[src/hdl/pet_map_pkg.sv]
// Address map widths, region bounds and decode result types shared by the decode modules.
package pet_map_pkg;

    localparam int CPU_ADDR_WIDTH = 16;     // The 6502 drives a 16-bit address bus.
    localparam int DATA_WIDTH     = 8;      // The data bus is one byte wide.

    typedef logic [CPU_ADDR_WIDTH-1:0] cpu_addr_t;
    typedef logic [DATA_WIDTH-1:0]     cpu_data_t;

    // Bounds of the base map. The upper end of ROM is the top of the address space.
    localparam cpu_addr_t RAM_END    = 16'h7FFF;
    localparam cpu_addr_t VRAM_START = 16'h8000;
    localparam cpu_addr_t VRAM_END   = 16'h8EFF;
    localparam cpu_addr_t SID_START  = 16'h8F00;   // The SID sits in the unused tail of the screen.
    localparam cpu_addr_t SID_END    = 16'h8FFF;
    localparam cpu_addr_t ROM_START  = 16'h9000;

    // The I/O page and the device windows inside it.
    localparam cpu_addr_t IO_START   = 16'hE800;
    localparam cpu_addr_t IO_END     = 16'hEFFF;
    localparam cpu_addr_t PIA1_START = 16'hE810;
    localparam cpu_addr_t PIA1_END   = 16'hE81F;
    localparam cpu_addr_t PIA2_START = 16'hE820;
    localparam cpu_addr_t PIA2_END   = 16'hE83F;
    localparam cpu_addr_t VIA_START  = 16'hE840;
    localparam cpu_addr_t VIA_END    = 16'hE87F;
    localparam cpu_addr_t CRTC_START = 16'hE880;
    localparam cpu_addr_t CRTC_END   = 16'hE8FF;

    // The expansion replaces $8000-$FFFF in two 16K halves.
    localparam cpu_addr_t EXP_LO_START = 16'h8000;
    localparam cpu_addr_t EXP_HI_START = 16'hC000;

    // One select per I/O device. At most one bit is set.
    typedef struct packed {
        logic pia1;
        logic pia2;
        logic via;
        logic crtc;
    } io_sel_t;

    // Result of the expansion mapping for one address.
    typedef struct packed {
        logic active;       // The expansion owns this address.
        logic a16;          // Physical address bit 16.
        logic a15;          // Physical address bit 15, the block within the pair.
        logic readonly;     // Writes to this block are blocked.
    } exp_map_t;

endpackage

[src/hdl/mem_ctl_pkg.sv]
// Layout, reset value and bus address of the memory control register, used by its writer and readers.
package mem_ctl_pkg;

    // The CPU reaches the register at $FFF0, which is the default the top level passes down.
    localparam pet_map_pkg::cpu_addr_t MEM_CTL_ADDR = 16'hFFF0;

    // Bit positions within the control byte.
    localparam int ENABLED     = 7;     // Turns the 64K expansion on.
    localparam int IO_PEEK     = 6;     // Keeps the I/O page visible while the upper half is mapped.
    localparam int SCREEN_PEEK = 5;     // Keeps the screen visible while the lower half is mapped.
    // Bit 4 has no function and is ignored on writes.
    localparam int SELECT_32   = 3;     // Picks block 3 over block 2 for $C000-$FFFF.
    localparam int SELECT_10   = 2;     // Picks block 1 over block 0 for $8000-$BFFF.
    localparam int PROTECT_32  = 1;     // Write protects $C000-$FFFF.
    localparam int PROTECT_10  = 0;     // Write protects $8000-$BFFF.

    // After reset the expansion is off and the machine shows its stock map.
    localparam pet_map_pkg::cpu_data_t MEM_CTL_RESET = 8'h00;

endpackage

[src/hdl/mem_ctl_if.sv]
// Carries the memory control fields from the register block to the address decoder.
`timescale 1ns/1ps

interface mem_ctl_if;

    logic enabled;          // Expansion is switched on.
    logic io_peek;          // I/O page stays visible in the upper half.
    logic screen_peek;      // Screen stays visible in the lower half.
    logic select_32;        // Block 3 when set, block 2 when clear.
    logic select_10;        // Block 1 when set, block 0 when clear.
    logic protect_32;       // Upper half is read only.
    logic protect_10;       // Lower half is read only.

    // The register block owns every field.
    modport reg_side (
        output enabled, io_peek, screen_peek, select_32, select_10, protect_32, protect_10
    );

    // The mapping logic only looks at them.
    modport map_side (
        input enabled, io_peek, screen_peek, select_32, select_10, protect_32, protect_10
    );

endinterface

[src/hdl/mem_ctl_reg.sv]
// Memory control register that latches a CPU write at its bus address and exports the fields.
`timescale 1ns/1ps

module mem_ctl_reg import pet_map_pkg::*, mem_ctl_pkg::*; #(
    parameter cpu_addr_t REG_ADDR = MEM_CTL_ADDR    // Bus address the register answers to.
) (
    input  logic               sys_clock,
    input  logic               reset_i,
    input  cpu_addr_t          cpu_addr_i,
    input  cpu_data_t          cpu_data_i,
    input  logic               cpu_wr_strobe_i,    // High for one clock per CPU write.
    mem_ctl_if.reg_side        ctl_o
);

    logic wr_hit;   // This clock carries a write to the register.

    assign wr_hit = cpu_wr_strobe_i && (cpu_addr_i == REG_ADDR);

    // Each field is its own flop. Bit 4 of the data byte is not stored.
    always_ff @(posedge sys_clock) begin
        if (reset_i) begin
            ctl_o.enabled     <= MEM_CTL_RESET[ENABLED];
            ctl_o.io_peek     <= MEM_CTL_RESET[IO_PEEK];
            ctl_o.screen_peek <= MEM_CTL_RESET[SCREEN_PEEK];
            ctl_o.select_32   <= MEM_CTL_RESET[SELECT_32];
            ctl_o.select_10   <= MEM_CTL_RESET[SELECT_10];
            ctl_o.protect_32  <= MEM_CTL_RESET[PROTECT_32];
            ctl_o.protect_10  <= MEM_CTL_RESET[PROTECT_10];
        end else if (wr_hit) begin
            // The new value takes effect for the address decoded on the next clock.
            ctl_o.enabled     <= cpu_data_i[ENABLED];
            ctl_o.io_peek     <= cpu_data_i[IO_PEEK];
            ctl_o.screen_peek <= cpu_data_i[SCREEN_PEEK];
            ctl_o.select_32   <= cpu_data_i[SELECT_32];
            ctl_o.select_10   <= cpu_data_i[SELECT_10];
            ctl_o.protect_32  <= cpu_data_i[PROTECT_32];
            ctl_o.protect_10  <= cpu_data_i[PROTECT_10];
        end
    end

endmodule

[src/hdl/io_select.sv]
// Combinational chip selects for the PIAs, the VIA and the CRTC inside the $E800 page.
`timescale 1ns/1ps

module io_select import pet_map_pkg::*; (
    input  cpu_addr_t cpu_addr_i,
    output io_sel_t   sel_o
);

    logic in_pia1;
    logic in_pia2;
    logic in_via;
    logic in_crtc;

    // The four windows are disjoint, so at most one of these is set.
    assign in_pia1 = (cpu_addr_i >= PIA1_START) && (cpu_addr_i <= PIA1_END);   // 16 bytes.
    assign in_pia2 = (cpu_addr_i >= PIA2_START) && (cpu_addr_i <= PIA2_END);   // 32 bytes.
    assign in_via  = (cpu_addr_i >= VIA_START)  && (cpu_addr_i <= VIA_END);    // 64 bytes.
    assign in_crtc = (cpu_addr_i >= CRTC_START) && (cpu_addr_i <= CRTC_END);   // 128 bytes.

    // $E800-$E80F and $E900-$EFFF fall through with no device selected.
    // The decoder treats those holes as ROM.
    always_comb begin
        sel_o      = '0;
        sel_o.pia1 = in_pia1;
        sel_o.pia2 = in_pia2;
        sel_o.via  = in_via;
        sel_o.crtc = in_crtc;
    end

endmodule

[src/hdl/expansion_map.sv]
// Combinational mapping of $8000-$FFFF into the 64K expansion blocks, with protect and peek-through.
`timescale 1ns/1ps

module expansion_map import pet_map_pkg::*; (
    input  cpu_addr_t          cpu_addr_i,
    mem_ctl_if.map_side        ctl_i,
    output exp_map_t           map_o
);

    logic in_expansion;     // Address is in the part of the map the expansion can replace.
    logic upper_half;       // Address is in $C000-$FFFF.
    logic in_screen;        // Address is in the screen window $8000-$8FFF.
    logic in_io;            // Address is in the I/O page $E800-$EFFF.
    logic screen_hole;      // Screen peek-through applies here.
    logic io_hole;          // I/O peek-through applies here.
    logic block_bit;        // Block choice of the half that holds the address.
    logic protect_bit;      // Write protect of that half.

    assign in_expansion = (cpu_addr_i >= EXP_LO_START);
    assign upper_half   = (cpu_addr_i >= EXP_HI_START);

    // The screen window covers video RAM and the SID behind it.
    assign in_screen = (cpu_addr_i >= VRAM_START) && (cpu_addr_i <= SID_END);
    assign in_io     = (cpu_addr_i >= IO_START) && (cpu_addr_i <= IO_END);

    assign screen_hole = ctl_i.screen_peek && in_screen;
    assign io_hole     = ctl_i.io_peek && in_io;

    // Each half carries its own block select and protect bit.
    always_comb begin
        if (upper_half) begin
            block_bit   = ctl_i.select_32;      // Block 2 or 3.
            protect_bit = ctl_i.protect_32;
        end else begin
            block_bit   = ctl_i.select_10;      // Block 0 or 1.
            protect_bit = ctl_i.protect_10;
        end
    end

    always_comb begin
        map_o = '0;

        // A peek-through hole hands the address back to the base map.
        map_o.active = ctl_i.enabled && in_expansion && !screen_hole && !io_hole;

        if (map_o.active) begin
            map_o.a16      = 1'b1;          // Expansion blocks sit above the first 64K.
            map_o.a15      = block_bit;
            map_o.readonly = protect_bit;
        end
    end

endmodule

[src/hdl/address_decoder.sv]
// Registered address decoder that merges the base map with the expansion mapping.
`timescale 1ns/1ps

module address_decoder import pet_map_pkg::*; (
    input  logic               sys_clock,
    input  logic               reset_i,
    input  cpu_addr_t          cpu_addr_i,
    mem_ctl_if.map_side        ctl_i,
    output logic               ram_en_o,
    output logic               pia1_en_o,
    output logic               pia2_en_o,
    output logic               via_en_o,
    output logic               crtc_en_o,
    output logic               sid_en_o,
    output logic               io_en_o,
    output logic               is_vram_o,
    output logic               is_readonly_o,
    output logic               decoded_a15_o,
    output logic               decoded_a16_o
);

    // Everything the decoder drives, kept together for the single output register.
    typedef struct packed {
        logic ram_en;
        logic pia1_en;
        logic pia2_en;
        logic via_en;
        logic crtc_en;
        logic sid_en;
        logic io_en;
        logic is_vram;
        logic is_readonly;
        logic a16;
        logic a15;
    } dec_out_t;

    io_sel_t  io_sel;       // Device selects for the current address.
    exp_map_t exp_map;      // Expansion result for the current address.
    dec_out_t dec_nxt;
    dec_out_t dec_q;

    io_select i_io_select (
        .cpu_addr_i (cpu_addr_i),
        .sel_o      (io_sel)
    );

    expansion_map i_expansion_map (
        .cpu_addr_i (cpu_addr_i),
        .ctl_i      (ctl_i),
        .map_o      (exp_map)
    );

    always_comb begin
        dec_nxt = '0;

        if (cpu_addr_i <= RAM_END) begin
            dec_nxt.ram_en = 1'b1;          // Main RAM in the first 32K, a16/a15 stay 00.
        end else begin
            dec_nxt.a15 = 1'b1;             // The rest of the stock map lives at $8000 physical.

            if ((cpu_addr_i >= VRAM_START) && (cpu_addr_i <= VRAM_END)) begin
                dec_nxt.ram_en  = 1'b1;
                dec_nxt.is_vram = 1'b1;
            end else if ((cpu_addr_i >= SID_START) && (cpu_addr_i <= SID_END)) begin
                dec_nxt.sid_en = 1'b1;      // The SID answers instead of RAM.
            end else if (cpu_addr_i >= ROM_START) begin
                if (|io_sel) begin
                    // A selected device takes the bus away from ROM.
                    dec_nxt.pia1_en = io_sel.pia1;
                    dec_nxt.pia2_en = io_sel.pia2;
                    dec_nxt.via_en  = io_sel.via;
                    dec_nxt.crtc_en = io_sel.crtc;
                    dec_nxt.io_en   = io_sel.pia1 | io_sel.pia2 | io_sel.via;  // Not the CRTC.
                end else begin
                    dec_nxt.ram_en      = 1'b1;     // ROM images live in RAM that is read only.
                    dec_nxt.is_readonly = 1'b1;
                end
            end
        end

        // An active expansion overrides the whole base result with a plain RAM access.
        if (exp_map.active) begin
            dec_nxt             = '0;
            dec_nxt.ram_en      = 1'b1;
            dec_nxt.a16         = exp_map.a16;
            dec_nxt.a15         = exp_map.a15;
            dec_nxt.is_readonly = exp_map.readonly;
        end
    end

    always_ff @(posedge sys_clock) begin
        if (reset_i) begin
            dec_q <= '0;
        end else begin
            dec_q <= dec_nxt;   // One address per clock, valid until the next edge.
        end
    end

    assign ram_en_o      = dec_q.ram_en;
    assign pia1_en_o     = dec_q.pia1_en;
    assign pia2_en_o     = dec_q.pia2_en;
    assign via_en_o      = dec_q.via_en;
    assign crtc_en_o     = dec_q.crtc_en;
    assign sid_en_o      = dec_q.sid_en;
    assign io_en_o       = dec_q.io_en;
    assign is_vram_o     = dec_q.is_vram;
    assign is_readonly_o = dec_q.is_readonly;
    assign decoded_a15_o = dec_q.a15;
    assign decoded_a16_o = dec_q.a16;

endmodule

[src/hdl/pet_decode_top.sv]
// Top level of the address decode, placing the memory control register beside the decoder.
`timescale 1ns/1ps

module pet_decode_top import pet_map_pkg::*, mem_ctl_pkg::*; #(
    parameter cpu_addr_t MEM_CTL_REG_ADDR = MEM_CTL_ADDR   // Where the CPU finds the register.
) (
    input  logic      sys_clock,
    input  logic      reset_i,
    input  cpu_addr_t cpu_addr_i,
    input  cpu_data_t cpu_data_i,
    input  logic      cpu_wr_strobe_i,
    output logic      ram_en_o,
    output logic      pia1_en_o,
    output logic      pia2_en_o,
    output logic      via_en_o,
    output logic      crtc_en_o,
    output logic      sid_en_o,
    output logic      io_en_o,
    output logic      is_vram_o,
    output logic      is_readonly_o,
    output logic      decoded_a15_o,
    output logic      decoded_a16_o
);

    // Register fields on their way to the decoder.
    mem_ctl_if i_mem_ctl_if ();

    mem_ctl_reg #(
        .REG_ADDR (MEM_CTL_REG_ADDR)
    ) i_mem_ctl_reg (
        .sys_clock       (sys_clock),
        .reset_i         (reset_i),
        .cpu_addr_i      (cpu_addr_i),
        .cpu_data_i      (cpu_data_i),
        .cpu_wr_strobe_i (cpu_wr_strobe_i),
        .ctl_o           (i_mem_ctl_if.reg_side)
    );

    // The decoder sees a register write one clock after the write is captured.
    address_decoder i_address_decoder (
        .sys_clock     (sys_clock),
        .reset_i       (reset_i),
        .cpu_addr_i    (cpu_addr_i),
        .ctl_i         (i_mem_ctl_if.map_side),
        .ram_en_o      (ram_en_o),
        .pia1_en_o     (pia1_en_o),
        .pia2_en_o     (pia2_en_o),
        .via_en_o      (via_en_o),
        .crtc_en_o     (crtc_en_o),
        .sid_en_o      (sid_en_o),
        .io_en_o       (io_en_o),
        .is_vram_o     (is_vram_o),
        .is_readonly_o (is_readonly_o),
        .decoded_a15_o (decoded_a15_o),
        .decoded_a16_o (decoded_a16_o)
    );

endmodule

[config.mk]
export PLATFORM = sky130hd
export DESIGN_NAME = pet_decode_top
export DESIGN_NICKNAME = d
export VERILOG_FILES = /design/src/hdl/pet_map_pkg.sv /design/src/hdl/mem_ctl_pkg.sv /design/src/hdl/mem_ctl_if.sv /design/src/hdl/mem_ctl_reg.sv /design/src/hdl/io_select.sv /design/src/hdl/expansion_map.sv /design/src/hdl/address_decoder.sv /design/src/hdl/pet_decode_top.sv
export SDC_FILE = /design/constraint.sdc
export NUM_CORES = 1
export LEC_CHECK = 0
export BUFFER_PORTS_ARGS = -buffer_cell sky130_fd_sc_hd__buf_2
export CAP_MARGIN = 25
export CORE_MARGIN = 2
export CORE_UTILIZATION = 50
export CTS_BUF_LIST = sky130_fd_sc_hd__clkbuf_8
export DETAILED_ROUTE_END_ITERATION = 8
export PLACE_DENSITY = 0.95
export SYNTH_ARGS = -nofsm -noshare
export SYNTH_HDL_FRONTEND = slang
export SYNTH_SLANG_ARGS = --single-unit
export TNS_END_PERCENT = 30
[constraint.sdc]
create_clock -name sys_clock -period 2.4 [get_ports sys_clock]
set_clock_uncertainty 0.1 [all_clocks]
set_input_delay 0.24 -clock sys_clock [delete_from_list [all_inputs] [get_ports sys_clock]]
set_output_delay 0.24 -clock sys_clock [all_outputs]
set_load 0.01 [all_outputs]
# [Yosys cells after proc, flatten, opt, wreduce, memory -nomap -nowiden]
# Cells that the tools add are included.
[word_totals] word_cells=80 inputBits=27 rom_bits=0 ramBits=0 latch_bits=0 regBits=18 n_memories=0
[classes] reduce_logical=20 n_mux=20 add_sub_neg=0 eq_ne=1 n_lt_le_gt_ge=17 n_div=0 shifts=0 n_mul=0 n_bitwise=4
[ops] operator="greater-or-equal comparator 16 bit (second input constant)" n=9
[ops] operator="less-or-equal comparator 16 bit (second input constant)" n=7
[ops] operator="equality test 16 bit (second input constant)" n=1
[ops] operator="less-or-equal comparator 16 x 15 -> 1 bit (second input constant)" n=1
[ops] operator="logical AND 1 bit" n=14
[ops] operator="two-way mux 1 bit" n=14
[ops] operator="two-way mux 11 bit" n=1
[ops] operator="two-way mux 5 bit" n=2
[ops] operator="two-way mux 8 bit" n=1
[ops] operator="OR reduction 4 bit" n=2
[ops] operator="OR reduction 7 bit" n=1
[ops] operator="two-way mux 6 bit" n=1
[ops] operator="two-way mux 4 bit" n=1
[ops] operator="OR reduction 3 bit" n=1
[ops] operator="zero test 1 bit" n=2
[ops] operator="inverter 1 bit" n=2
[ops] operator="bitwise OR 1 bit" n=2

# [Longest topological paths before layout]
[logic_depth] word_depth=10 depth_mapped=5 depth_no_buf=4

# [By module]
# A second synthesis with hierarchy kept.
[hier_totals] cells_unflattened=96 area_unflattened_um2=914.6
[by_module_without_submodules] mod="mem_ctl_reg" area_per_inst_um2=370.4 cells_per_inst=37 instances=1
[by_module_without_submodules] mod="address_decoder" area_per_inst_um2=367.9 cells_per_inst=33 instances=1
[by_module_without_submodules] mod="io_select" area_per_inst_um2=102.6 cells_per_inst=13 instances=1
[by_module_without_submodules] mod="expansion_map" area_per_inst_um2=73.8 cells_per_inst=13 instances=1

# [Least setup slack after synthesis]
# No wires, ideal clock.
[synth_timing] path_type="input to register" from="in reset_i" to="reg i_address_decoder.dec_q (netlist bit i_address_decoder.pia2_en_o)" path_slack_ns=1.073 required_time_ns=2.240 setup_ns=0.060 n_path_buf=1 arrival_ns=1.166 path_stages=4 path_cell_list="buf_4 nand2b_1 a2111oi_2 and3b_1"
[synth_via] elab_chain_len=1
[synth_lines] item="from (decl)" line_no="pet_decode_top.sv:8" source="input logic reset_i,"
[synth_lines] item="OR reduction 7 bit (no line)"
[synth_lines] item="to (signal assigned)" line_no="address_decoder.sv:95" source="dec_q <= dec_nxt;"
[synth_lines] item="to (decl)" line_no="address_decoder.sv:40" source="dec_out_t dec_q;"
# No other way between the ends.
# A chain may end at the register's enable or synchronous reset.

# [Worst setup path in the final report]
[layout_timing] from="reg i_mem_ctl_reg.ctl_o.screen_peek" to="reg i_address_decoder.dec_q (netlist bit i_address_decoder.sid_en_o)"
[layout_via] elab_chain_len=5
[layout_lines] item="from (decl)" line_no="mem_ctl_if.sv:16" source="output enabled, io_peek, screen_peek, select_32, select_10, protect_32, protect_10"
[layout_lines] item="from (signal assigned)" line_no="mem_ctl_reg.sv:24" source="ctl_o.screen_peek <= MEM_CTL_RESET[SCREEN_PEEK];"
[layout_lines] item="from (signal assigned)" line_no="mem_ctl_reg.sv:33" source="ctl_o.screen_peek <= cpu_data_i[SCREEN_PEEK];"
[layout_lines] item="logical AND 1 bit" line_no="expansion_map.sv:26" source="assign screen_hole = ctl_i.screen_peek && in_screen;"
[layout_lines] item="zero test 1 bit" line_no="expansion_map.sv:44" source="map_o.active = ctl_i.enabled && in_expansion && !screen_hole && !io_hole;"
[layout_lines] item="logical AND 1 bit (2 in series)" line_no="expansion_map.sv:44"
[layout_lines] item="OR reduction 4 bit (no line)"
# No other way between the ends.

==> summary.md <==
| Metric | Value |
|---|---|
| Sequential element share of the synthesized area | `0.463` |
| RSZ-0062 raised after global routing | `no` |
| Leading cell types in the layout, fill and taps excluded | `sky130_fd_sc_hd__buf_2 (36), sky130_fd_sc_hd__dfxtp_1 (18), sky130_fd_sc_hd__nand3_1 (11)` |
| Antenna violation net count after detailed routing | `0` |
| Total nets after synthesis | `about 110` |
| Cell area after layout | `roughly 1000 sq um` |
| Hold WS | `roughly 0.14 ns` |
| Syn-to-layout area delta | `30.7%` |
| Number of placement rows | `14` |
| FF+latch count, synth | `18` |
| Multi-input logic area | `394 sq um` |
| Final setup violation count | `0` |
| Global routing usage on met3 | `0.0417` |
| Placeable Area | `1490 sq um` |
| Average instance area after synthesis | `9.16 sq um` |
| Cell types with the largest area share after synthesis | `sky130_fd_sc_hd__dfxtp_1 (46%), sky130_fd_sc_hd__nand3_1 (7.1%), sky130_fd_sc_hd__a21oi_1 (5.8%), sky130_fd_sc_hd__o21ai_0 (4.5%), sky130_fd_sc_hd__and3_1 (2.4%)` |
| Final antenna diode count | `0` |
| Die boundary width | `43.5 microns` |
| Kind of cell adding the most delay to the critical path | `simple AND/OR/NAND/NOR gates` |
| Crit path capture type | `flip-flop` |
| Number of warning messages in the yosys log | `0` |
| Fillers | `123` |
| Fraction of final layout cells sized beyond drive strength 1 | `0.369` |
| Cts bufs inserted | `3` |
| Mapped Cells | `between 80 and 90` |
| Clock Pin Slew Worst Setup and Hold Paths | `approximately 0.060 ns` |
| Final routed wirelength across all metal layers | `about 1.8 mm` |
| Critical path's largest stage delay | `between 0.3 and 0.4 ns` |
| Sink count of the clock tree | `18` |
| Global-route wire length before repair | `between 2 and 3 mm` |
| Number of buffers inserted by hold repair at cts | `0` |
| Arrival time at the worst endpoint | `roughly 1.5 ns` |
| GR Util All Layers | `0.201` |
| Startpoint types | `flip-flop` |
| Via density per instance | `slightly below 6` |
| Result of the run | `finished, final reports clean` |
| Pin count of the biggest net entering global routing | `11` |
| Timing startpoint of the critical path | `i_mem_ctl_reg.ctl_o.screen_peek$_SDFFE_PP0P_` |
| Total count of max-transition violations in the final report | `0` |
| Compound-cell area share of the yosys netlist | `0.183` |
| Post-Syn Area | `a little under 800 sq um` |
| Clock Tree Root | `sky130_fd_sc_hd__clkbuf_8` |
| Cell area after placement | `962 sq um` |
| Unique masters post-synth | `32` |
| Largest area contributor in the synthesized netlist | `sky130_fd_sc_hd__dfxtp_1` |
| Share of cell area taken by muxes after synthesis | `0.0129` |
| Summed negative setup slack over all endpoints | `0 ns` |
| Buf/Inv on CP | `0` |
| GRT busiest layer | `met2` |
| DR vias | `between 800 and 900` |
| Worst-Skew Late Latency | `between 0.2 and 0.3 ns` |
| I/O Pins | `38` |
| Share of the synthesized netlist area taken by xor and xnor gates | `0` |
| Via count of the first global-routing pass | `approximately 730` |
| CP Max Fanout | `5` |
| Tightest Pin Transition | `around 0.43 ns` |
| Worst Setup Slack, final | `between 0.9 and 1 ns` |
| Critical hold path startpoint | `cpu_data_i[2]` |
| DRC violations left | `0` |
| Final weighted congestion of routability-driven global placement | `0.779` |
| Half-perimeter wire length after detailed placement | `around 1.4 mm` |
| Tmin final | `between 1 and 1.5 ns` |
| Final worst path period share | `0.603` |
| Initial core utilization | `0.523` |
| Worst supply voltage drop on vdd | `336 uV` |
| Synth Area in Adders | `0` |
| Type of the tightest min-delay check | `in2reg` |
| Setup fix buffers added after clock tree synthesis | `0` |
| Final routed wire length divided by cell count | `around 13 microns` |
| FF-to-FF path depth | `4` |
| Max-cap violations | `0` |
| Worst slew margin relative to its limit | `0.710` |
| Initial antenna violation count | `0` |
| Number of H-tree levels | `1` |
| Quantity of gates resized following cts | `0` |
| Met2 track demand over resource | `0.361` |
| Worst path required time | `~2.5 ns` |
| CTS tree | `yes` |
| Achievable Freq | `between 600 and 700 MHz` |
| Area used by sequential logic in the layout | `approximately 360 sq um` |
| Final hold viol count | `0` |
| Logic depth of the worst path, buffers included | `4` |
| Critical Path, Cell by Cell | `nor4b_1 -> a311oi_2 -> or3_1 -> nor2_1` |
| Cell depth of the worst min-delay path | `3` |
| Type of the worst setup path | `reg2reg` |
| Library cell contributing the largest single delay on the critical path | `sky130_fd_sc_hd__or3_1` |
| Crit Reg-Reg Startpoint | `i_mem_ctl_reg.ctl_o.screen_peek$_SDFFE_PP0P_` |
| Global routing usage on met1 | `0.220` |
| Router iterations before antenna repair | `4` |
| Reported leakage power | `0.447 nW` |
| Violation count after the first detailed-routing iteration | `24` |
| Most common library cell in the layout ignoring fill and taps | `sky130_fd_sc_hd__buf_2` |
| Yosys top cell area share | `0.463` |
| Simple-gate area share of the yosys netlist | `0.310` |
| Die span in y | `about 43 microns` |
| Clock Path Buffers | `2` |
| Largest family of logic cells by synthesized area | `simple AND/OR/NAND/NOR gates` |
| IO buf count | `36` |
| Total Die Area | `roughly 1900 sq um` |
| NumNets Final | `150` |
| Total congestion overflow | `0` |
| Power per standard cell area | `around 590 nW/um^2` |
| Worst setup timing slack at the placement stage | `between 0.8 and 0.9 ns` |
==> cell type report <==
class | instances | area share
clock buffer | 4 | 0.0541
inverter | 2 | 0.00738
multi-input combinational | 62 | 0.387
sequential | 18 | 0.354
tap | 16 | 0.0197
timing repair buffer | 36 | 0.177
==> per-layer routing <==
metal / vias up / part of all wire
li1: 395 / -
met1: 360 / 0.42
met2: 44 / 0.48
met3: 5 / 0.076
met4: 0 / 0.024
met5: - / 0
==> report_power, final <==
group	switching, W	internal (W)	leakage [nW]
Combinational	0.0000283	0.0000242	0.272
Sequential	0.000000531	0.000302	0.146
Clock	0.0000977	0.000146	0.0288
==> kinds of logic (layout without fill, tap and decap cells) <==
logic type / count (synthesis) / after routing
flip-flops: 18 / 18
AND/OR/NAND/NOR: 39 / 39
buffers and inverters: 5 / 42
AO/OA/AOI/OAI: 22 / 22
multiplexers: 1 / 1
==> stage by stage <==
step / cells / util / power [W]
after floorplan: 85 / - / 0.000327
after global placement: 134 / 0.646 / 0.000358
after detailed placement: 134 / 0.646 / 0.000361
after CTS: 138 / 0.683 / 0.000604
after global routing: 138 / 0.683 / 0.000622
final: 138 / 0.683 / 0.000598
==> worst register-to-register path, cell delays in order (launching register included) <==
cell and delay [ns]:
sky130_fd_sc_hd__dfxtp_1 0.35, sky130_fd_sc_hd__nor4b_1 0.30, sky130_fd_sc_hd__a311oi_2 0.13, sky130_fd_sc_hd__or3_1 0.39, sky130_fd_sc_hd__nor2_1 0.11
==> cells in the mapped netlist, drive strengths merged <==
cell / instances
a2111oi: 2
a21oi: 9
a311oi: 2
a31oi: 1
and2: 1
and3: 4
and3b: 2
and4: 1
and4b: 1
buf: 2
clkbuf: 1
dfxtp: 18
inv: 2
mux2i: 1
nand2: 4
nand2b: 1
nand3: 11
nand4: 2
nor2: 3
nor2b: 2
nor3: 2
nor4b: 2
o21ai: 7
o31a: 1
or3: 2
or4: 1
==> worst paths after layout <==
kind | to | slack [ns]
worst max-delay path | i_address_decoder.sid_en_o$_SDFF_PP0_ | 0.95
worst min-delay path | i_mem_ctl_reg.ctl_o.select_10$_SDFFE_PP0P_ | 0.14
worst max register to register | i_address_decoder.sid_en_o$_SDFF_PP0_ | 0.95
worst min register to register | i_mem_ctl_reg.ctl_o.protect_10$_SDFFE_PP0P_ | 0.38
No activity file was read; power rests on OpenSTA's default activity.
